<file path="src/cpuDefs_defs.svh">
`ifndef CPU_DEFS_DEFS_SVH
`define CPU_DEFS_DEFS_SVH

// Core word size
`define DATA_WIDTH 32

// Register file shape
`define REG_ADDR_WIDTH 4
`define REG_COUNT 16

// Depths of the memories around the core, in words
`define IMEM_WORDS 64
`define DMEM_WORDS 64

`endif
</file>
<file path="src/pipePkg.sv">
package pipePkg;

  // Execute operand source, in the order of the bypass mux
  typedef enum logic [1:0] {
    FWD_REG = 2'b00,
    FWD_WB  = 2'b01,
    FWD_MEM = 2'b10
  } fwdSelE;

  // Writeback result select
  typedef enum logic {
    RES_ALU = 1'b0,
    RES_MEM = 1'b1
  } resultSrcE;

endpackage

</file>
<file path="src/isaPkg.sv">
package isaPkg;

  // Data-processing opcodes, ARM cmd field values
  typedef enum logic [3:0] {
    OP_AND = 4'b0000,
    OP_EOR = 4'b0001,
    OP_SUB = 4'b0010,
    OP_ADD = 4'b0100,
    OP_ORR = 4'b1100,
    OP_MOV = 4'b1101
  } aluOpE;

  // Instruction class from bits 27:26
  typedef enum logic [1:0] {
    CLS_DP     = 2'b00,
    CLS_MEM    = 2'b01,
    CLS_BRANCH = 2'b10
  } instrClassE;

  // Immediate kinds handled by the extender
  typedef enum logic [1:0] {
    IMM_8  = 2'b00,
    IMM_12 = 2'b01,
    IMM_24 = 2'b10
  } immSrcE;

endpackage

</file>
<file path="src/pipeCpu.sv">
`include "cpuDefs_defs.svh"

module pipeCpu (
  input  logic                   clk,
  input  logic                   arstN,
  output logic [`DATA_WIDTH-1:0] pc,
  input  logic [`DATA_WIDTH-1:0] instr,
  output logic                   memWrite,
  output logic [`DATA_WIDTH-1:0] dataAddr,
  output logic [`DATA_WIDTH-1:0] writeData,
  input  logic [`DATA_WIDTH-1:0] readData
);

  logic [`DATA_WIDTH-1:0] instrD;
  logic [1:0]             regSrc;
  isaPkg::immSrcE         immSrc;
  logic                   aluSrcE;
  isaPkg::aluOpE          aluOpE;
  logic                   branchE;
  logic                   memToRegE;
  logic                   regWriteM;
  logic                   regWriteW;
  pipePkg::resultSrcE     resultSrcW;
  pipePkg::fwdSelE        fwdAE;
  pipePkg::fwdSelE        fwdBE;
  logic                   stallF;
  logic                   stallD;
  logic                   flushD;
  logic                   flushE;
  logic                   match1EM;
  logic                   match1EW;
  logic                   match2EM;
  logic                   match2EW;
  logic                   match12DE;

  controller ctrl (
    .clk        (clk),
    .arstN      (arstN),
    .instrD     (instrD),
    .flushE     (flushE),
    .regSrc     (regSrc),
    .immSrc     (immSrc),
    .aluSrcE    (aluSrcE),
    .aluOpE     (aluOpE),
    .branchE    (branchE),
    .memToRegE  (memToRegE),
    .memWriteM  (memWrite),
    .regWriteM  (regWriteM),
    .regWriteW  (regWriteW),
    .resultSrcW (resultSrcW)
  );

  hazardUnit hzd (
    .match1EM  (match1EM),
    .match1EW  (match1EW),
    .match2EM  (match2EM),
    .match2EW  (match2EW),
    .match12DE (match12DE),
    .regWriteM (regWriteM),
    .regWriteW (regWriteW),
    .memToRegE (memToRegE),
    .branchE   (branchE),
    .fwdAE     (fwdAE),
    .fwdBE     (fwdBE),
    .stallF    (stallF),
    .stallD    (stallD),
    .flushD    (flushD),
    .flushE    (flushE)
  );

  // Memory-stage ALU output doubles as the data address
  datapath dp (
    .clk        (clk),
    .arstN      (arstN),
    .regSrc     (regSrc),
    .immSrc     (immSrc),
    .aluSrcE    (aluSrcE),
    .aluOpE     (aluOpE),
    .branchE    (branchE),
    .resultSrcW (resultSrcW),
    .regWriteW  (regWriteW),
    .fwdAE      (fwdAE),
    .fwdBE      (fwdBE),
    .stallF     (stallF),
    .stallD     (stallD),
    .flushD     (flushD),
    .flushE     (flushE),
    .pc         (pc),
    .instr      (instr),
    .instrD     (instrD),
    .aluOutM    (dataAddr),
    .writeDataM (writeData),
    .readDataM  (readData),
    .match1EM   (match1EM),
    .match1EW   (match1EW),
    .match2EM   (match2EM),
    .match2EW   (match2EW),
    .match12DE  (match12DE)
  );

endmodule

</file>
<file path="src/datapath.sv">
`include "cpuDefs_defs.svh"

module datapath (
  input  logic                       clk,
  input  logic                       arstN,
  input  logic [1:0]                 regSrc,
  input  isaPkg::immSrcE             immSrc,
  input  logic                       aluSrcE,
  input  isaPkg::aluOpE              aluOpE,
  input  logic                       branchE,
  input  pipePkg::resultSrcE         resultSrcW,
  input  logic                       regWriteW,
  input  pipePkg::fwdSelE            fwdAE,
  input  pipePkg::fwdSelE            fwdBE,
  input  logic                       stallF,
  input  logic                       stallD,
  input  logic                       flushD,
  input  logic                       flushE,
  output logic [`DATA_WIDTH-1:0]     pc,
  input  logic [`DATA_WIDTH-1:0]     instr,
  output logic [`DATA_WIDTH-1:0]     instrD,
  output logic [`DATA_WIDTH-1:0]     aluOutM,
  output logic [`DATA_WIDTH-1:0]     writeDataM,
  input  logic [`DATA_WIDTH-1:0]     readDataM,
  output logic                       match1EM,
  output logic                       match1EW,
  output logic                       match2EM,
  output logic                       match2EW,
  output logic                       match12DE
);

  logic [`DATA_WIDTH-1:0]     pcPlus4F;
  logic [`DATA_WIDTH-1:0]     pcNextF;
  logic [`DATA_WIDTH-1:0]     pcPlus8D;
  logic [`DATA_WIDTH-1:0]     rd1RawD;
  logic [`DATA_WIDTH-1:0]     rd1D;
  logic [`DATA_WIDTH-1:0]     rd2D;
  logic [`DATA_WIDTH-1:0]     extImmD;
  logic [`REG_ADDR_WIDTH-1:0] ra1D;
  logic [`REG_ADDR_WIDTH-1:0] ra2D;
  logic [`DATA_WIDTH-1:0]     rd1E;
  logic [`DATA_WIDTH-1:0]     rd2E;
  logic [`DATA_WIDTH-1:0]     extImmE;
  logic [`DATA_WIDTH-1:0]     srcAE;
  logic [`DATA_WIDTH-1:0]     srcBE;
  logic [`DATA_WIDTH-1:0]     writeDataE;
  logic [`DATA_WIDTH-1:0]     aluResultE;
  logic [`REG_ADDR_WIDTH-1:0] ra1E;
  logic [`REG_ADDR_WIDTH-1:0] ra2E;
  logic [`REG_ADDR_WIDTH-1:0] wa3E;
  logic [`REG_ADDR_WIDTH-1:0] wa3M;
  logic [`REG_ADDR_WIDTH-1:0] wa3W;
  logic [`DATA_WIDTH-1:0]     aluOutW;
  logic [`DATA_WIDTH-1:0]     readDataW;
  logic [`DATA_WIDTH-1:0]     resultW;

  function automatic logic [`DATA_WIDTH-1:0] fwdMux(
    input pipePkg::fwdSelE        sel,
    input logic [`DATA_WIDTH-1:0] regValue,
    input logic [`DATA_WIDTH-1:0] wbValue,
    input logic [`DATA_WIDTH-1:0] memValue
  );
    case (sel)
      pipePkg::FWD_WB:  return wbValue;
      pipePkg::FWD_MEM: return memValue;
      default:          return regValue;
    endcase
  endfunction

  // Fetch
  assign pcPlus4F = pc + 32'd4;
  assign pcNextF  = branchE ? aluResultE : pcPlus4F;

  always_ff @(posedge clk or negedge arstN) begin
    if (!arstN) begin
      pc <= '0;
    end else if (!stallF) begin
      pc <= pcNextF;
    end
  end

  // Decode
  always_ff @(posedge clk or negedge arstN) begin
    if (!arstN) begin
      instrD <= '0;
    end else if (flushD) begin
      instrD <= '0;
    end else if (!stallD) begin
      instrD <= instr;
    end
  end

  // Fetch is one word ahead, so its PC+4 is decode's PC+8
  assign pcPlus8D = pcPlus4F;

  assign ra1D = regSrc[0] ? 4'hF : instrD[19:16];
  assign ra2D = regSrc[1] ? instrD[15:12] : instrD[3:0];

  regFile rf (
    .clk        (clk),
    .writeEn    (regWriteW),
    .readAddr1  (ra1D),
    .readAddr2  (ra2D),
    .writeAddr  (wa3W),
    .writeValue (resultW),
    .readValue1 (rd1RawD),
    .readValue2 (rd2D)
  );

  // Branches take the PC in place of Rn
  assign rd1D = regSrc[0] ? pcPlus8D : rd1RawD;

  always_comb begin
    case (immSrc)
      isaPkg::IMM_8: begin
        extImmD = {{(`DATA_WIDTH-8){1'b0}}, instrD[7:0]};
      end
      isaPkg::IMM_12: begin
        extImmD = {{(`DATA_WIDTH-12){1'b0}}, instrD[11:0]};
      end
      isaPkg::IMM_24: begin
        extImmD = {{(`DATA_WIDTH-26){instrD[23]}}, instrD[23:0], 2'b00};
      end
      default: begin
        extImmD = '0;
      end
    endcase
  end

  // Execute
  always_ff @(posedge clk) begin
    rd1E    <= rd1D;
    rd2E    <= rd2D;
    extImmE <= extImmD;
  end

  // Register indices cleared in a bubble so no stale match remains
  always_ff @(posedge clk or negedge arstN) begin
    if (!arstN) begin
      ra1E <= '0;
      ra2E <= '0;
      wa3E <= '0;
    end else if (flushE) begin
      ra1E <= '0;
      ra2E <= '0;
      wa3E <= '0;
    end else begin
      ra1E <= ra1D;
      ra2E <= ra2D;
      wa3E <= instrD[15:12];
    end
  end

  assign srcAE      = fwdMux(fwdAE, rd1E, resultW, aluOutM);
  assign writeDataE = fwdMux(fwdBE, rd2E, resultW, aluOutM);
  assign srcBE      = aluSrcE ? extImmE : writeDataE;

  alu aluE (
    .srcA   (srcAE),
    .srcB   (srcBE),
    .op     (aluOpE),
    .result (aluResultE)
  );

  // Memory and writeback payload
  always_ff @(posedge clk) begin
    aluOutM    <= aluResultE;
    writeDataM <= writeDataE;
    aluOutW    <= aluOutM;
    readDataW  <= readDataM;
  end

  always_ff @(posedge clk or negedge arstN) begin
    if (!arstN) begin
      wa3M <= '0;
      wa3W <= '0;
    end else begin
      wa3M <= wa3E;
      wa3W <= wa3M;
    end
  end

  assign resultW = (resultSrcW == pipePkg::RES_MEM) ? readDataW : aluOutW;

  // Register index comparisons for the hazard unit
  assign match1EM  = (wa3M == ra1E);
  assign match1EW  = (wa3W == ra1E);
  assign match2EM  = (wa3M == ra2E);
  assign match2EW  = (wa3W == ra2E);
  assign match12DE = (wa3E == ra1D) | (wa3E == ra2D);

endmodule

</file>
<file path="src/hazardUnit.sv">
module hazardUnit (
  input  logic             match1EM,
  input  logic             match1EW,
  input  logic             match2EM,
  input  logic             match2EW,
  input  logic             match12DE,
  input  logic             regWriteM,
  input  logic             regWriteW,
  input  logic             memToRegE,
  input  logic             branchE,
  output pipePkg::fwdSelE  fwdAE,
  output pipePkg::fwdSelE  fwdBE,
  output logic             stallF,
  output logic             stallD,
  output logic             flushD,
  output logic             flushE
);

  logic loadUse;

  // Newer result in memory stage takes priority over writeback
  function automatic pipePkg::fwdSelE pickFwd(
    input logic hitM,
    input logic hitW
  );
    if (hitM) begin
      return pipePkg::FWD_MEM;
    end else if (hitW) begin
      return pipePkg::FWD_WB;
    end
    return pipePkg::FWD_REG;
  endfunction

  assign fwdAE = pickFwd(match1EM & regWriteM, match1EW & regWriteW);
  assign fwdBE = pickFwd(match2EM & regWriteM, match2EW & regWriteW);

  // Load data is not ready until writeback so decode holds one cycle
  assign loadUse = memToRegE & match12DE;

  assign stallF = loadUse;
  assign stallD = loadUse;

  // Taken branch kills the two younger instructions
  assign flushD = branchE;
  assign flushE = branchE | loadUse;

endmodule

</file>
<file path="src/controller.sv">
`include "cpuDefs_defs.svh"

module controller (
  input  logic                   clk,
  input  logic                   arstN,
  input  logic [`DATA_WIDTH-1:0] instrD,
  input  logic                   flushE,
  output logic [1:0]             regSrc,
  output isaPkg::immSrcE         immSrc,
  output logic                   aluSrcE,
  output isaPkg::aluOpE          aluOpE,
  output logic                   branchE,
  output logic                   memToRegE,
  output logic                   memWriteM,
  output logic                   regWriteM,
  output logic                   regWriteW,
  output pipePkg::resultSrcE     resultSrcW
);

  isaPkg::instrClassE instrClass;
  isaPkg::aluOpE      aluOpD;
  logic               executeD;
  logic               isLoadD;
  logic               aluSrcD;
  logic               regWriteD;
  logic               memWriteD;
  logic               memToRegD;
  logic               branchD;
  logic               regWriteE;
  logic               memWriteE;
  logic               memToRegM;
  logic               memToRegW;

  // Only AL executes; a flushed all-zero word decodes as a bubble
  assign executeD   = (instrD[31:28] == 4'hE);
  assign isLoadD    = instrD[20];
  assign instrClass = isaPkg::instrClassE'(instrD[27:26]);

  always_comb begin
    regSrc    = 2'b00;
    immSrc    = isaPkg::IMM_8;
    aluSrcD   = 1'b0;
    aluOpD    = isaPkg::OP_ADD;
    regWriteD = 1'b0;
    memWriteD = 1'b0;
    memToRegD = 1'b0;
    branchD   = 1'b0;
    case (instrClass)
      isaPkg::CLS_DP: begin
        aluSrcD   = instrD[25];
        regWriteD = executeD;
        case (isaPkg::aluOpE'(instrD[24:21]))
          isaPkg::OP_AND, isaPkg::OP_EOR, isaPkg::OP_SUB,
          isaPkg::OP_ADD, isaPkg::OP_ORR: begin
            aluOpD = isaPkg::aluOpE'(instrD[24:21]);
          end
          // Undefined opcodes behave like MOV
          default: begin
            aluOpD = isaPkg::OP_MOV;
          end
        endcase
      end
      isaPkg::CLS_MEM: begin
        // Base plus 12-bit offset; stores read Rd as data
        immSrc    = isaPkg::IMM_12;
        aluSrcD   = 1'b1;
        regSrc[1] = ~isLoadD;
        regWriteD = executeD & isLoadD;
        memToRegD = executeD & isLoadD;
        memWriteD = executeD & ~isLoadD;
      end
      isaPkg::CLS_BRANCH: begin
        // Target is PC+8 plus the offset
        immSrc    = isaPkg::IMM_24;
        aluSrcD   = 1'b1;
        regSrc[0] = 1'b1;
        branchD   = executeD;
      end
      default: begin
      end
    endcase
  end

  // Execute stage controls, bubbled on flush
  always_ff @(posedge clk or negedge arstN) begin
    if (!arstN) begin
      regWriteE <= 1'b0;
      memWriteE <= 1'b0;
      memToRegE <= 1'b0;
      branchE   <= 1'b0;
      aluSrcE   <= 1'b0;
      aluOpE    <= isaPkg::OP_AND;
    end else if (flushE) begin
      regWriteE <= 1'b0;
      memWriteE <= 1'b0;
      memToRegE <= 1'b0;
      branchE   <= 1'b0;
      aluSrcE   <= 1'b0;
      aluOpE    <= isaPkg::OP_AND;
    end else begin
      regWriteE <= regWriteD;
      memWriteE <= memWriteD;
      memToRegE <= memToRegD;
      branchE   <= branchD;
      aluSrcE   <= aluSrcD;
      aluOpE    <= aluOpD;
    end
  end

  // Memory and writeback stage controls
  always_ff @(posedge clk or negedge arstN) begin
    if (!arstN) begin
      regWriteM <= 1'b0;
      memWriteM <= 1'b0;
      memToRegM <= 1'b0;
      regWriteW <= 1'b0;
      memToRegW <= 1'b0;
    end else begin
      regWriteM <= regWriteE;
      memWriteM <= memWriteE;
      memToRegM <= memToRegE;
      regWriteW <= regWriteM;
      memToRegW <= memToRegM;
    end
  end

  assign resultSrcW = memToRegW ? pipePkg::RES_MEM : pipePkg::RES_ALU;

endmodule

</file>
<file path="src/alu.sv">
`include "cpuDefs_defs.svh"

module alu (
  input  logic [`DATA_WIDTH-1:0] srcA,
  input  logic [`DATA_WIDTH-1:0] srcB,
  input  isaPkg::aluOpE          op,
  output logic [`DATA_WIDTH-1:0] result
);

  always_comb begin
    case (op)
      isaPkg::OP_AND: begin
        result = srcA & srcB;
      end
      isaPkg::OP_EOR: begin
        result = srcA ^ srcB;
      end
      isaPkg::OP_SUB: begin
        result = srcA - srcB;
      end
      isaPkg::OP_ADD: begin
        result = srcA + srcB;
      end
      isaPkg::OP_ORR: begin
        result = srcA | srcB;
      end
      // MOV passes the second operand
      default: begin
        result = srcB;
      end
    endcase
  end

endmodule

</file>
<file path="src/regFile.sv">
`include "cpuDefs_defs.svh"

module regFile (
  input  logic                       clk,
  input  logic                       writeEn,
  input  logic [`REG_ADDR_WIDTH-1:0] readAddr1,
  input  logic [`REG_ADDR_WIDTH-1:0] readAddr2,
  input  logic [`REG_ADDR_WIDTH-1:0] writeAddr,
  input  logic [`DATA_WIDTH-1:0]     writeValue,
  output logic [`DATA_WIDTH-1:0]     readValue1,
  output logic [`DATA_WIDTH-1:0]     readValue2
);

  logic [`DATA_WIDTH-1:0] regs [`REG_COUNT];

  // Falling-edge write, so decode reads the new value in the same cycle
  always_ff @(negedge clk) begin
    if (writeEn) begin
      regs[writeAddr] <= writeValue;
    end
  end

  assign readValue1 = regs[readAddr1];
  assign readValue2 = regs[readAddr2];

endmodule

</file>
<file path="config.mk">
export PLATFORM = sky130hd
export DESIGN_NAME = pipeCpu
export DESIGN_NICKNAME = d
export VERILOG_FILES = /design/src/pipePkg.sv /design/src/isaPkg.sv /design/src/pipeCpu.sv /design/src/datapath.sv /design/src/hazardUnit.sv /design/src/controller.sv /design/src/alu.sv /design/src/regFile.sv
export VERILOG_INCLUDE_DIRS = /design/src /design/src/src
export SDC_FILE = /design/constraint.sdc
export NUM_CORES = 2
export LEC_CHECK = 0
export BUFFER_PORTS_ARGS = -buffer_cell sky130_fd_sc_hd__buf_2
export CAP_MARGIN = 5
export CORE_MARGIN = 1.5
export CORE_UTILIZATION = 57
export CTS_CLUSTER_DIAMETER = 60
export DETAILED_ROUTE_END_ITERATION = 10
export PLACE_DENSITY_LB_ADDON = 0.08
export SYNTH_ARGS = -nofsm -noshare
export SYNTH_HDL_FRONTEND = slang
export SYNTH_SLANG_ARGS = --single-unit
</file>
<file path="constraint.sdc">
create_clock -name clk -period 13.5 [get_ports clk]
set_input_delay 0.675 -clock clk [delete_from_list [all_inputs] [get_ports clk]]
set_output_delay 0.675 -clock clk [all_outputs]
set_load 0.02 [all_outputs]
</file>
-- After elaboration in Yosys (flattened, before gate mapping)
Memory sizes are Yosys's and may differ from the RTL's. A register that Yosys moved wholly into a read port is not among the register bits.
Cells that the tools add are included.
- add/subtract/negate cells: 3
- equal/unequal tests: 24
- multiplexer cells: 44
- bitwise gates (word level): 13
- reduce and logical (&&, ||, !) cells: 6
- operators with widths (kind ; count):
    32-bit 2-to-1 mux ; 6
    32-bit case mux with 5 select lines ; 1
    32-bit case mux with 2 select lines ; 2
    32-bit case mux with 3 select lines ; 1
    32-bit by 3-bit adder with 32-bit output (second input constant) ; 1
    32-bit adder ; 1
    32-bit AND ; 1
    4-bit 2-to-1 mux ; 8
    32-bit bitwise OR ; 1
    32-bit subtractor ; 1
    32-bit bitwise XOR ; 1
    4-bit == test ; 6
    1-bit 2-to-1 mux ; 17
    4-bit == test (second input constant) ; 3
    2-bit 2-to-1 mux ; 6
    2-bit by 1-bit == test with 1-bit output (second input constant) ; 4
    2-bit == test (second input constant) ; 4
    4-bit by 1-bit == test with 1-bit output (second input constant) ; 2
    4-bit by 2-bit == test with 1-bit output (second input constant) ; 2
    4-bit by 3-bit == test with 1-bit output (second input constant) ; 2
    4-bit zero test ; 2
    1-bit AND ; 7
    5-bit OR reduction ; 1
    2-bit zero test ; 2
    6 further kinds ; 8
- register bits: 290
- RAM bits: 512
- input port bits: 66
- output and inout port bits: 97
- word-level logic and storage cells: 115
- memories kept: 1
- memories (name ; depth ; bits a word ; rd ports ; clocked after memory_dff ; wr ports ; line ; source):
    dp.rf.regs ; 16 ; 32 ; 2 ; 1 ; 1 ; regFile.sv:14 ; logic [`DATA_WIDTH-1:0] regs [`REG_COUNT];

-- Longest topological paths before layout
- depth in word-level cells: 11
- depth in mapped cells: 25
- mapped depth without buffers: 23

-- Cells and area by module
From an unflattened synthesis, not the netlist that was laid out.
- cell total of the unflattened synthesis: 2863
- area total of the unflattened synthesis: 39522.9 sq um
- modules (own cells, without submodules) (module ; instances ; cells each ; area each (sq um) ; seq. area each (sq um)):
    regFile ; 1 ; 1078 ; 22909.5 ; 15374.7
    datapath ; 1 ; 1067 ; 11345.9 ; 6466.2
    alu ; 1 ; 666 ; 4613.2 ; 0.0
    controller ; 1 ; 42 ; 596.8 ; 350.3
    hazardUnit ; 1 ; 10 ; 57.6 ; 0.0

==> metrics.yaml <==
status: "complete, no violations"
cts_tree: "yes"
crit_required_ps: 7050
power.leakage_nw: 20.1
cts.repair.resized: 0
ys_types: 80
gr-total-overflow: 0
ant_nets: 0
cp_max_fo: 26
hold_buffers: 1
synth_top_area_cell: "edfxtp_1"
postCtsSetupBuffers: 0
hold_viol: 0
grt_pass1_vias: 33700
end_kind: "flop"
crit_cells: 3
slew_violations: 0
maxCapViolations: 0
fillers: 5411
drt-initial-drc-count: 3941
die_w_um: 270
cts_sinks: 828
synth_edf_count: 512
synth_area_per_cell_um2: 10.6
cts_inserted_buffers: 93
crit_slowest_cell: "or3b_2"
place_ws_ps: 4250
multi_input_area_um2: 17300
htree_levels: 3
synth_top_cell_area_share_pct: 37.7
initial_core_util_pct: 57.9
drc: 0
ys_top_cells_by_area: "edfxtp_1 38%, dfxtp_1 11%, nand2_1 6.7%"
synthFlopType: "edfxtp_1"
fin_ws_ps: 4160
wl_um: 133000
nets: 4569
grt_util_all_layers_pct: 35.7
syn_area_um2: 40700
routed_via_density: 6.37
final_cells: 5418
peakVddDrop_mv: 0.154
crit_type: "flop to flop"
timing.setup.tns_ps: 0
cts_max_path_buffers: 3
clkTransAtPathRegs_ps: 70
startpoint: "dp.wa3W[2]"
core_um2: 70400
ys_seq_elements: 828
cpPeakStageDelay_ps: 620
dp_hpwl_um: 81300
clockRootBuffer: "clkbuf_16"
worstHoldPathType: "input port to flop"
rr_endpoint: "dp.rf.regs[0][30]"
numPortBuffers: 162
dr_total_vias: 34500
io_pins: 163
rr_worst_depth: 3
fin_skew_ps: 46.7
async_flop_share_pct: 11.8
arrival_ps: 2890
post_drt_wl_per_cell_um: 24.6
antenna_found_initial: 1
synth.net_count: 4023
crit_chain: "or3b_2, nor3_2, buf_4"
dp_cells: 4733
area_delta_synth_final_pct: 16.9
crit_end: "dp.rf.regs[0][30]"
finalSetupViolCount: 0
worst-path-buf-inv: 1
critPathTopFamily: "simple AND/OR/NAND/NOR gates"
regArea_um2: 22200
grt_max_degree: 193
p_per_area_nw_per_um2: 180
synthCells: 3854
gp_congestion: 0.966
worst_pin_slew_ps: 1140
synth_seq_area_share_pct: 54.5
die_h_um: 270
maxSlewHeadroom_pct: 23.8
rsz0062_at_grt: "false"
rr_startpoint: "dp.wa3W[2]"
drive_gt1_share_pct: 11.3
ys_warn_count: 0
row_count: 97
critPathLaunchType: "flop"
die_area_um2: 73100
hp-start: "readData[9]"
drtPass1Iterations: 6
clk_latency_ps: 700
reg2reg_slack_ps: 4160
grt_pass1_wl_um: 199000
## cells in the final DEF, fill, tap and decap left out, types with 100 or more instances in the layout
master,count
nand2_1,722
inv_1,622
edfxtp_1,512
dfxtp_1,218
mux2i_1,206
a21oi_1,201
buf_2,161
nand3_1,154
nor2_1,148
o21ai_0,140
o22ai_1,119
ha_1,101
a311oi_1,100
## through the flow
step	utilization, %	hold WS (ps)	cell area, um2	total power, W
2_1_floorplan	-	331	40700	0.00474
3_3_place_gp	60.3	339	42400	0.00539
3_5_place_dp	60.3	336	42400	0.00545
4_1_cts	67.7	83.3	47600	0.00852
5_1_grt	67.7	81.7	47600	0.00894
6_report	67.7	98.9	47600	0.00855
## synthesized netlist by cell type, drive strengths merged (6+ instances only)
cell	n
or3	8
inv	107
dfrtp	98
edfxtp	512
clkbuf	242
or2	7
o221ai	12
nand4	30
a221oi	10
a22o	11
mux2	14
a21o	15
a311oi	100
ha	102
o21ai	147
nand2	722
a211oi	21
nor4b	6
dfxtp	218
mux2i	210
a22oi	39
and2	23
nor2	161
xor2	23
o311ai	7
o31ai	43
o22ai	119
nand3	155
mux4	61
buf	42
nor3	58
and3	88
a21oi	202
xnor2	75
a31oi	44
nand2b	21
a41oi	10
nor2b	12
o211ai	14
## logic make-up after synthesis
group                      synth area share, %
DFF                                       54.5
muxes                                     8.92
buffers and inverters                     3.68
AOI/OAI and AO/OA                         13.4
xor gates and xnor gates                  2.11
and+or+nand+nor                           14.2
adders and majority gates                 3.18
## sequential cells by signal, summed over array words and instances, names as in the netlist, 4 cells and up
name / flops
dp.aluOutW: 32
dp.wa3E: 4
dp.ra1E: 4
dp.ra2E: 4
dp.instrD: 32
dp.readDataW: 32
dp.writeDataM: 32
dp.rd1E: 32
dp.aluOutM: 32
dp.rf.regs: 512
dp.extImmE: 26
dp.wa3W: 4
ctrl.aluOpE: 4
dp.rd2E: 32
dp.pc: 32
dp.wa3M: 4
## report_power, final
group          internal [W]  leakage, nW  switching, W
clock               0.00180         4.33       0.00149
combinational      0.000586         8.12       0.00128
sequential          0.00314         7.64      0.000251
total               0.00553         20.1       0.00302
## layer usage
metal  wire length [um]  global-route usage, %  vias up
met5                  0                      0        -
met4               5730                   17.0        0
met3              14000                   8.02      342
met2              60900                   54.9     2164
met1              52700                   48.2    16700
li1                   -                      -    15300
## layout make-up
| class | instances | area share [%] |
|---|---|---|
| diodes | 1 | 0.00525 |
| multi-input cells | 2635 | 36.4 |
| clock inverters | 561 | 5.28 |
| repair buffers | 224 | 2.77 |
| inverters | 106 | 0.835 |
| flip-flops and latches | 828 | 46.6 |
| clock buffers | 123 | 5.66 |
| well taps | 940 | 2.47 |
## worst reg2reg max path: stages, from the launching register on
cell and delay (ps):
dfrtp_1 450, or3b_2 620, nor3_2 540, buf_4 580
## worst min path at each step
stage                       end  slack (ps)  cells past startpoint
2_1_floorplan    ctrl.memToRegW         330                      0
3_3_place_gp     ctrl.regWriteM         340                      0
3_5_place_dp     ctrl.memToRegW         340                      0
4_1_cts         dp.readDataW[9]          80                      1
5_1_grt        dp.readDataW[11]          80                      1
6_report        dp.readDataW[9]         100                      1
(Power assumes the default switching activity.)
